`config.mk`:
```
export PLATFORM = sky130hd
export DESIGN_NAME = spill_register
export DESIGN_NICKNAME = d
export VERILOG_FILES = /design/src/verilog/spill_register.sv
export SDC_FILE = /design/constraint.sdc
export NUM_CORES = 1
export LEC_CHECK = 0
export ABC_AREA = 1
export BUFFER_PORTS_ARGS = -buffer_cell sky130_fd_sc_hd__buf_2
export CORE_AREA = 10 10 47 49
export DETAILED_ROUTE_END_ITERATION = 8
export DIE_AREA = 0 0 57 59
export GPL_TIMING_DRIVEN = 0
export PLACE_DENSITY = 0.38
export SLEW_MARGIN = 15
export SYNTH_ARGS = -nofsm -noshare
export SYNTH_HDL_FRONTEND = slang
export SYNTH_SLANG_ARGS = --single-unit
```
`constraint.sdc`:
```
create_clock -name clk_i -period 1.1 [get_ports clk_i]
set_input_delay 0.22 -clock clk_i [delete_from_list [all_inputs] [get_ports clk_i]]
set_output_delay 0.22 -clock clk_i [all_outputs]
set_load 0.005 [all_outputs]
```
`src/verilog/spill_register.sv`:
```
// Spill register with a main and a spare slot, breaks the ready path between its two sides
`timescale 1ns/1ps
`default_nettype none

module spill_register #(
  parameter type T = logic
) (
  input  logic clk_i,
  input  logic rst_ni,
  input  logic valid_i,
  output logic ready_o,
  input  T     data_i,
  output logic valid_o,
  input  logic ready_i,
  output T     data_o
);

  // Slot A takes new data, slot B keeps it when the sink stalls
  T     a_data_q, b_data_q;
  logic a_full_q, b_full_q;
  logic a_fill, a_drain, b_fill, b_drain;

  assign a_fill  = valid_i && ready_o;
  assign a_drain = a_full_q && !b_full_q;
  assign b_fill  = a_drain && !ready_i;
  assign b_drain = b_full_q && ready_i;

  always_ff @(posedge clk_i or negedge rst_ni) begin
    if (!rst_ni) begin
      a_full_q <= 1'b0;
      b_full_q <= 1'b0;
    end else begin
      a_full_q <= a_fill || (a_full_q && !a_drain);
      b_full_q <= b_fill || (b_full_q && !b_drain);
    end
  end

  always_ff @(posedge clk_i) begin
    if (a_fill) begin
      a_data_q <= data_i;
    end
    if (b_fill) begin
      b_data_q <= a_data_q;
    end
  end

  // B is always older than A
  assign valid_o = a_full_q || b_full_q;
  assign data_o  = b_full_q ? b_data_q : a_data_q;
  assign ready_o = !a_full_q || !b_full_q;

  a_stable_while_stalled: assert property (
    @(posedge clk_i) disable iff (!rst_ni)
    valid_o && !ready_i |=> valid_o && $stable(data_o)
  );

endmodule

`default_nettype wire

```
==> results by group, run 1 <==
Worst setup path
  – Required @ worst endpoint: slightly below 0.9 ns
  – CP Class: reg2out
  – Crit. End Element: output pin
  – Crit path max fanout: 5
  – Data arrival time of the worst path: 0.94 ns
  – CP startpoint kind: register

Flow run
  – Max cap viols: 0

Route
  – DR iter-0 viols: 2
  – Antenna-violating nets left: 0
  – Number of vias per cell: ~3.3
  – Routed wire length: 408 um
  – Pre-Repair DR Iteration Count: 4
  – Average wire per standard cell: 8.50 um
  – Residual DRC: 0
  – Vias: around 160

Logic synthesis
  – Post-synth EDFFs: 2
  – #FFs+latches synth: 4
  – Yosys cell types: 6
  – Top-area cell type share of the netlist area: 0.375
  – Register area share after synthesis: 0.687
  – Syn Area/Cell: 9.42 um2
  – Most frequent cells after synthesis: nand2_1 (6), inv_1 (3), nor2_1 (3), dfrtp_1 (2), edfxtp_1 (2)
  – Mapped Nets: 22
  – Most used DFF post-synth: edfxtp_1
  – Largest cells by area after synthesis: edfxtp_1 (38%), dfrtp_1 (31%), nand2_1 (14%)
  – Synthesized instance count: 17
  – Most common cell in the synthesized netlist: nand2_1
  – Cell Area, Synth: around 160 um2
  – Leading area contributor after synthesis: edfxtp_1
  – Post-synth ARST share: 0.500
  – Warnings from Yosys: 0

Power and ir drop
  – Register share of total power: 0.414
  – Worst VDD drop: a little under 0.4 mV
  – Sw Share: 0.226
  – Final Power: ~440 uW
  – Leak Pwr: between 0.0001 and 0.00015 uW
  – Switching power: 99.1 uW
  – Cell internal pwr: ~340 uW
  – Share of total power in combinational logic: 0.127
  – Clock share of power: 0.459
  – Power Dens Cells: approximately 1500 nW/um2

CTS
  – H-tree depth: 1
  – Clock sinks: 4
  – CTS buffer count: 3
  – Worst-path clk slew: ~0.04 ns
  – CTS root buf: clkbuf_4
  – Clock buffer depth: 2
  – Worst skew pair latency: between 0.2 and 0.25 ns
  – CTS tree: done

Floorplanning
  – Row Count: 14
  – Core Box Area: 1400 um2
  – Die X: around 57 um
  – Initial Util: 0.114
  – Die H: just under 60 um
  – Die area: 3360 um2
  – Num ports: 8

Placed design
  – Port Buffer Count: 7
  – Global placement routability congestion: roughly 0.64

Global route
  – First-pass GRT wire length: around 690 um
  – Vias in the first global route: approximately 180
  – Total global routing overflow: 0
  – GRT Overall Usage: 0.0289
  – Antenna violations before repair: 0
  – Pin count of the biggest net entering global routing: 6

Timing
  – Fin Clk Skew: 0.0106 ns
  – Slew at the pin with the worst max-slew slack: about 0.16 ns
  – Final hold violations: 0
  – Final period utilization: 1.06
  – Peak Freq: around 860 MHz
  – Post-route minimum period: ~1.2 ns
  – Final WS setup: -0.0621 ns
  – Count of final max-slew check failures: 0
  – Final setup fails: 3
  – RSZ-0062 raised after global routing: true
  – Hold WS: approximately 0.15 ns
  – Slew margin rel.: 0.894
  – Setup_tns: -0.112 ns

Final layout
  – Layout cell share with drive strength beyond 1: 0.531
  – FF+latch area: between 100 and 150 um2
  – Fillers: 166
  – Syn-to-layout area delta: 78.1%
  – Area of the multi-input gates: slightly below 50 um2
  – Nets@finish: 38
  – N_diodes: 0

Status
  – Failing checks: setup timing
  – Run status: finished, violations left

Hold path
  – Worst hold path class: in2reg
-- critical path: stages (launching register included) --
cell and delay [ns]:
dfrtp_2 0.44, inv_2 0.08, nand2_2 0.04, nand2_1 0.05, buf_2 0.11
-- worst paths after layout --
| path | startpoint | end | slack (ns) | depth (start not counted) |
|---|---|---|---|---|
| setup reg to reg | b_full_q | b_data_q | -0.01 | 5 |
| hold reg to reg | a_data_q | b_data_q | 0.47 | 0 |
| max in group asynchronous | rst_ni | b_full_q | 0.70 | 2 |
| setup / recovery | b_full_q | data_o | -0.06 | 4 |
| hold / removal | data_i | a_data_q | 0.15 | 1 |
| min in group asynchronous | rst_ni | a_full_q | 0.30 | 2 |
-- placed cells by master (no fill, tap or decap) --
cell type / netlist / routed
clkbuf_1: 0 / 1
nor2_4: 0 / 1
a21oi_1: 1 / 1
nand2_1: 6 / 5
dfrtp_2: 0 / 1
dlygate4sd3_1: 0 / 1
inv_1: 3 / 2
buf_4: 0 / 3
inv_2: 0 / 1
buf_2: 0 / 7
edfxtp_1: 2 / 2
dfrtp_1: 2 / 1
nor2_1: 3 / 2
nand2_2: 0 / 1
clkbuf_4: 0 / 3
-- layout make-up --
class / count / share of cell area
inverter: 3 / 0.0395
multi-input combinational: 10 / 0.171
timing repair buffer: 11 / 0.237
sequential: 4 / 0.390
tap: 16 / 0.0702
clock buffer: 4 / 0.0921
-- per-layer routing --
metal	global-route usage	part of all wire	vias up	wire length, um
met5	0	0	-	0
met4	0.0403	0.027	0	11
met3	0.0279	0.14	2	56
met2	0.0264	0.34	10	138
met1	0.0296	0.50	66	202
li1	-	-	80	-
-- registers in the layout (all words and copies together) (netlist names) --
name	flops
a_data_q	1
a_full_q	1
b_data_q	1
b_full_q	1
-- per-stage QoR --
| step | setup WS [ns] | util | std cells | cell area (um2) |
|---|---|---|---|---|
| finish | -0.0621 | 0.204 | 48 | 285 |
| detailed placement | 0.153 | 0.154 | 40 | 215 |
| floorplan | 0.219 | - | 17 | 160 |
| CTS | -0.0882 | 0.185 | 46 | 259 |
| global route | -0.133 | 0.204 | 48 | 285 |
| global placement | 0.164 | 0.154 | 40 | 215 |
-- power by group through the flow --
stage	Combinational [uW]	Clock, uW	Sequential [uW]
global placement	37.7	0	179
finish	55.5	201	181
global route	63.7	228	183
detailed placement	38.0	0	180
floorplan	17.9	0	177
CTS	44.8	213	178
-- what timing repair did --
action / 4_1_cts / 5_1_grt
hold buffers: 1 / 0
endpoints found under the hold margin: 2 / 0
pin swaps: 1 / 0
gates cloned: 0 / 0
setup buffers: 1 / 2
gates resized for setup: 0 / 5
endpoints found under the setup margin: 2 / 4
-- logic make-up after synthesis --
family / share of synthesized area
buffers and inverters: 0.0703
flip-flops: 0.688
AND/OR/NAND/NOR: 0.211
AO/OA/AOI/OAI: 0.0312
(Power assumes the default switching activity.)
==> inputs of run 2 (changes only) <==
CTS_BUF_LIST = sky130_fd_sc_hd__clkbuf_8   (was not set)
==> run 2 against run 1 <==
Net effect:
- the run still ends with setup timing left
- core utilization up 1.3 points
- via count up 0.63%
- setup slack better by 0.019 ns
- maximum frequency up 1.6%
- clock power up 58%
- combinational power about the same
- power up 27%
- critical path depth unchanged
- final area up 6.6%
- cell count unchanged
- critical path type unchanged
==> results by group, run 2 (synthesis gave the netlist of run 1 again) <==
Status
  – Run status: finished, violations left (unchanged)
  – Failing checks: setup timing (unchanged)

Floorplanning
  – Die area: 3360 um2 (unchanged)
  – Die X: 57 um (unchanged)
  – Row Count: 14 (unchanged)
  – Num ports: 8 (unchanged)
  – Initial Util: 0.114 (unchanged)
  – Die H: 59 um (unchanged)
  – Core Box Area: 1400 um2 (unchanged)

Timing
  – Slew margin rel.: 0.896 (was 0.894)
  – Peak Freq: 875 MHz (was 861 MHz)
  – RSZ-0062 raised after global routing: true (unchanged)
  – Final period utilization: 1.04 (was 1.06)
  – Final hold violations: 0 (unchanged)
  – Final WS setup: -0.0434 ns (was -0.0621 ns)
  – Final setup fails: 3 (unchanged)
  – Count of final max-slew check failures: 0 (unchanged)
  – Post-route minimum period: 1.14 ns (was 1.16 ns)
  – Slew at the pin with the worst max-slew slack: 0.156 ns (was 0.159 ns)
  – Fin Clk Skew: 0.00649 ns (was 0.0106 ns)

Worst setup path
  – Worst path max stage delay: 0.44 ns (about the same)
  – Cell family with most CP delay: flip-flops (unchanged)
  – Crit. End Element: output pin (unchanged)
  – FF-to-FF setup slack: -0.01 ns (about the same)
  – Data arrival time of the worst path: 0.92 ns (was 0.94 ns)
  – Stages on worst setup path: 4 (unchanged)
  – Required @ worst endpoint: 0.88 ns (about the same)
  – Crit path buf inv count: 2 (unchanged)
  – CP max-delay cell: dfrtp_2 (unchanged)
  – CP Class: reg2out (unchanged)
  – Crit path max fanout: 5 (unchanged)
  – CP cell instances: inv_2 > nand2_2 > nand2_1 > buf_2 (unchanged)
  – CP startpoint kind: register (unchanged)
  – FF-to-FF path depth: 5 (unchanged)

Global route
  – Pin count of the biggest net entering global routing: 6 (unchanged)
  – Antenna violations before repair: 0 (unchanged)
  – GRT Overall Usage: 0.0294 (was 0.0289)
  – Total global routing overflow: 0 (unchanged)
  – First-pass GRT wire length: 703 um (was 690 um)
  – Vias in the first global route: 178 (was 177)

Final layout
  – Syn-to-layout area delta: 89.8% (was 78.1%)
  – N_diodes: 0 (unchanged)
  – Final core utilization: 0.217 (was 0.204)
  – Layout cell share with drive strength beyond 1: 0.531 (unchanged)
  – Most frequent cells in the layout: buf_2 (7), nand2_1 (5), inv_1 (3), clkbuf_8 (3), buf_4 (3) (was buf_2 (7), nand2_1 (5), clkbuf_4 (3), buf_4 (3))
  – Commonest non-fill, non-tap cell in the layout: buf_2 (unchanged)
  – Non-Filler Instances: 48 (unchanged)
  – Nets@finish: 38 (unchanged)

Power and ir drop
  – Final Power: 554 uW (was 438 uW)
  – Power Dens Cells: 1820 nW/um2 (was 1530 nW/um2)
  – Share of total power in combinational logic: 0.100 (was 0.127)
  – Register share of total power: 0.327 (was 0.414)
  – Worst VDD drop: 0.590 mV (was 0.384 mV)
  – Leak Pwr: 0.000149 uW (was 0.000137 uW)
  – Cell internal pwr: 441 uW (was 339 uW)
  – Clock share of power: 0.572 (was 0.459)
  – Switching power: 113 uW (was 99.1 uW)
  – Sw Share: 0.204 (was 0.226)

Hold path
  – Worst hold stages: 1 (unchanged)
  – Worst hold path class: in2reg (unchanged)

Route
  – Residual DRC: 0 (unchanged)
  – DR iter-0 viols: 2 (unchanged)
  – Average wire per standard cell: 8.63 um (was 8.50 um)
  – Number of vias per cell: 3.31 (was 3.29)
  – Routed wire length: 414 um (was 408 um)
  – Pre-Repair DR Iteration Count: 4 (unchanged)
  – Vias: 159 (was 158)
  – Antenna-violating nets left: 0 (unchanged)

Placed design
  – Global placement routability congestion: 0.640 (unchanged)
  – Pre-CTS setup slack: 0.153 ns (unchanged)
  – # placed instances: 40 (unchanged)
  – Port Buffer Count: 7 (unchanged)

Flow run
  – Max cap viols: 0 (unchanged)

CTS
  – Worst-path clk slew: 0.03 ns (was 0.04 ns)
  – CTS root buf: clkbuf_8 (was clkbuf_4)
  – CTS tree: done (unchanged)
  – H-tree depth: 1 (unchanged)
  – Clock sinks: 4 (unchanged)
  – Worst skew pair latency: 0.22 ns (was 0.24 ns)
  – Clock buffer depth: 2 (unchanged)
  – CTS buffer count: 3 (unchanged)
[run 2: cell type report]
type,count,area [um2]
clock buffers,3,41.3
repair buffers,11,67.6
fillers,162,1100
well taps,16,20.0
flip-flops and latches,4,111
multi-input cells,10,48.8
inverters,3,11.3
clock inverters,1,3.75
[run 2: power groups by stage]
stage	logic [uW]	registers [uW]	clock network, uW
2_1_floorplan	17.9	177	0
3_3_place_gp	37.7	179	0
3_5_place_dp	38.0	180	0
4_1_cts	44.8	178	326
5_1_grt	63.7	184	345
6_report	55.6	181	317
[run 2: path summary, 6_finish.rpt]
check                           startpoint        to
worst max-delay path              b_full_q    data_o
worst min register to register    a_data_q  b_data_q
max in group asynchronous           rst_ni  b_full_q
worst max register to register    b_full_q  b_data_q
min in group asynchronous           rst_ni  a_full_q
worst min-delay path                data_i  a_data_q
[run 2: repair_timing]
| action | in CTS | in global routing |
|---|---|---|
| pin swaps | 1 | 0 |
| setup buffers | 1 | 2 |
| hold buffers | 1 | 0 |
| setup endpoints to repair | 2 | 4 |
| gates resized for setup | 0 | 5 |
| hold endpoints to repair | 2 | 0 |
[run 2: per-stage QoR]
step,cell area [um2],hold WS (ns),setup TNS (ns)
floorplan,160,-0.0756,0
global placement,215,0.00659,0
detailed placement,215,0.00700,0
CTS,278,0.170,-0.122
global route,304,0.170,-0.315
finish,304,0.175,-0.0783
[run 2: layer usage]
metal | vias up | part of all wire | GRT usage
met5 | - | 0 | 0
met4 | 0 | 0.034 | 0.0403
met3 | 2 | 0.14 | 0.0279
met2 | 11 | 0.32 | 0.0264
met1 | 66 | 0.50 | 0.0308
li1 | 80 | - | -
==> inputs of run 3 (changes only) <==
CAP_MARGIN = 25   (was not set)
PLACE_DENSITY = 0.4   (was 0.38)
==> run 3 against run 2 <==
Net effect:
- the run still ends with setup timing left
- non-clock buffer count fell by 1
- first-iteration DRC count did not move
- global-route usage rose by 0.054 points
- maximum frequency fell by 0.92%
- count of clock-buffer cells in the layout did not move
- sequential cell count did not move
- routed wire length rose by 2.2%
==> results by group, run 3 (synthesis gave the netlist of run 1 again) <==
Status
  – Run status: finished, violations left (unchanged)
  – Failing checks: setup timing (unchanged)

Floorplanning
  – Die H: 59 um (unchanged)
  – Core Box Area: 1400 um2 (unchanged)
  – Die X: 57 um (unchanged)
  – Initial Util: 0.114 (unchanged)
  – Die area: 3360 um2 (unchanged)
  – Num ports: 8 (unchanged)
  – Row Count: 14 (unchanged)

Route
  – Residual DRC: 0 (unchanged)
  – Antenna-violating nets left: 0 (unchanged)
  – DR iter-0 viols: 2 (unchanged)
  – Routed wire length: 423 um (was 414 um)
  – Number of vias per cell: 3.17 (was 3.31)
  – Vias: 149 (was 159)
  – Average wire per standard cell: 9.00 um (was 8.63 um)
  – Pre-Repair DR Iteration Count: 3 (was 4)

Worst setup path
  – Required @ worst endpoint: 0.88 ns (about the same)
  – Data arrival time of the worst path: 0.93 ns (was 0.92 ns)
  – CP Class: reg2out (unchanged)
  – Crit path max fanout: 5 (unchanged)
  – Worst path max stage delay: 0.44 ns (about the same)
  – CP max-delay cell: dfrtp_2 (unchanged)
  – CP cell instances: nor2_4 > inv_2 > buf_6 (was inv_2 > nand2_2 > nand2_1 > buf_2)
  – CP startpoint kind: register (unchanged)
  – Crit. End Element: output pin (unchanged)

Timing
  – Final period utilization: 1.05 (was 1.04)
  – Final WS setup: -0.0540 ns (was -0.0434 ns)
  – Slew margin rel.: 0.904 (was 0.896)
  – Fin Clk Skew: 0.00560 ns (was 0.00649 ns)
  – Slew at the pin with the worst max-slew slack: 0.144 ns (was 0.156 ns)
  – RSZ-0062 raised after global routing: true (unchanged)
  – Hold WS: 0.164 ns (was 0.175 ns)
  – Final setup fails: 2 (was 3)
  – Post-route minimum period: 1.15 ns (was 1.14 ns)
  – Count of final max-slew check failures: 0 (unchanged)
  – Peak Freq: 867 MHz (was 875 MHz)
  – Final hold violations: 0 (unchanged)

Power and ir drop
  – Final Power: 557 uW (was 554 uW)
  – Leak Pwr: 0.000146 uW (was 0.000149 uW)
  – Worst VDD drop: 0.676 mV (was 0.590 mV)
  – Power Dens Cells: 1850 nW/um2 (was 1820 nW/um2)

CTS
  – Clock sinks: 4 (unchanged)
  – CTS buffer count: 3 (unchanged)
  – Worst skew pair latency: 0.22 ns (about the same)
  – H-tree depth: 1 (unchanged)
  – CTS tree: done (unchanged)
  – CTS root buf: clkbuf_8 (unchanged)
  – Clock buffer depth: 2 (unchanged)
  – Worst-path clk slew: 0.03 ns (about the same)

Global route
  – First-pass GRT wire length: 662 um (was 703 um)
  – GRT Overall Usage: 0.0299 (was 0.0294)
  – Vias in the first global route: 165 (was 178)
  – Total global routing overflow: 0 (unchanged)
  – Pin count of the biggest net entering global routing: 6 (unchanged)
  – Antenna violations before repair: 0 (unchanged)

Final layout
  – Layout cell share with drive strength beyond 1: 0.548 (was 0.531)
  – Fillers: 169 (was 162)
  – N_diodes: 0 (unchanged)
  – Finished Cell Area: 302 um2 (was 304 um2)
  – Syn-to-layout area delta: 88.3% (was 89.8%)
  – Nets@finish: 37 (was 38)
  – Most frequent cells in the layout: nand2_1 (6), buf_2 (6), clkbuf_8 (3) (was buf_2 (7), nand2_1 (5), inv_1 (3), clkbuf_8 (3), buf_4 (3))

Placed design
  – Port Buffer Count: 7 (unchanged)
  – Global placement routability congestion: 0.633 (was 0.640)
  – Area of placed instances: 215 um2 (unchanged)
  – Detail Placement HPWL: slightly below 300 um

Hold path
  – Worst hold path class: in2reg (unchanged)

Flow run
  – Max cap viols: 0 (unchanged)
-- run 3: critical path: cells and delay by family (launching register included) --
family	cells	cell delay [ns]
buffers and inverters	2	0.14
DFF	1	0.44
and+or+nand+nor	1	0.13
-- run 3: final cells by class --
cell class              count  area, um2  area share
clock buffers               3       41.3       0.137
clock inverters             1       3.75      0.0124
inverters                   3       11.3      0.0373
multi-input cells          10       46.3       0.154
flip-flops and latches      4        113       0.373
well taps                  16       20.0      0.0664
repair buffers             10       66.3       0.220
-- run 3: repair_timing --
action                                  CTS  global route
gates resized for setup                   0             7
pin swaps                                 1             1
buffers inserted                          2             0
endpoints found under the setup margin    2             3
hold buffers                              1             0
endpoints found under the hold margin     2             0
-- run 3: layer usage --
metal,GRT usage,wire [um],share of wire
met1,0.0359,218,0.52
met2,0.0171,116,0.27
met3,0.0279,72,0.17
met4,0.0503,16,0.038
met5,0,0,0
-- run 3: final timing paths --
path / start / to / slack (ns) / cells past startpoint
setup / recovery: b_full_q / valid_o / -0.05 / 3
hold / removal: ready_i / b_full_q / 0.16 / 2
setup reg to reg: b_full_q / b_data_q / 0.07 / 4
hold reg to reg: a_data_q / b_data_q / 0.45 / 0
max in group asynchronous: rst_ni / a_full_q / 0.67 / 2
min in group asynchronous: rst_ni / b_full_q / 0.33 / 2
-- run 3: power breakdown --
group / leakage (uW) / switching [uW] / total, uW / internal (uW)
clock: 0.0000269 / 81.5 / 320 / 238
sequential: 0.0000401 / 12.3 / 183 / 171
combinational: 0.0000794 / 22.3 / 54.0 / 31.7
total: 0.000146 / 116 / 557 / 441
-- run 3: stage by stage --
step	setup TNS (ns)	util	setup WS [ns]	std cells
finish	-0.100	0.215	-0.0540	47
global route	-0.209	0.215	-0.0985	47
floorplan	0	-	0.219	17
CTS	-0.102	0.204	-0.0602	47
global placement	0	0.154	0.136	40
detailed placement	0	0.154	0.151	40
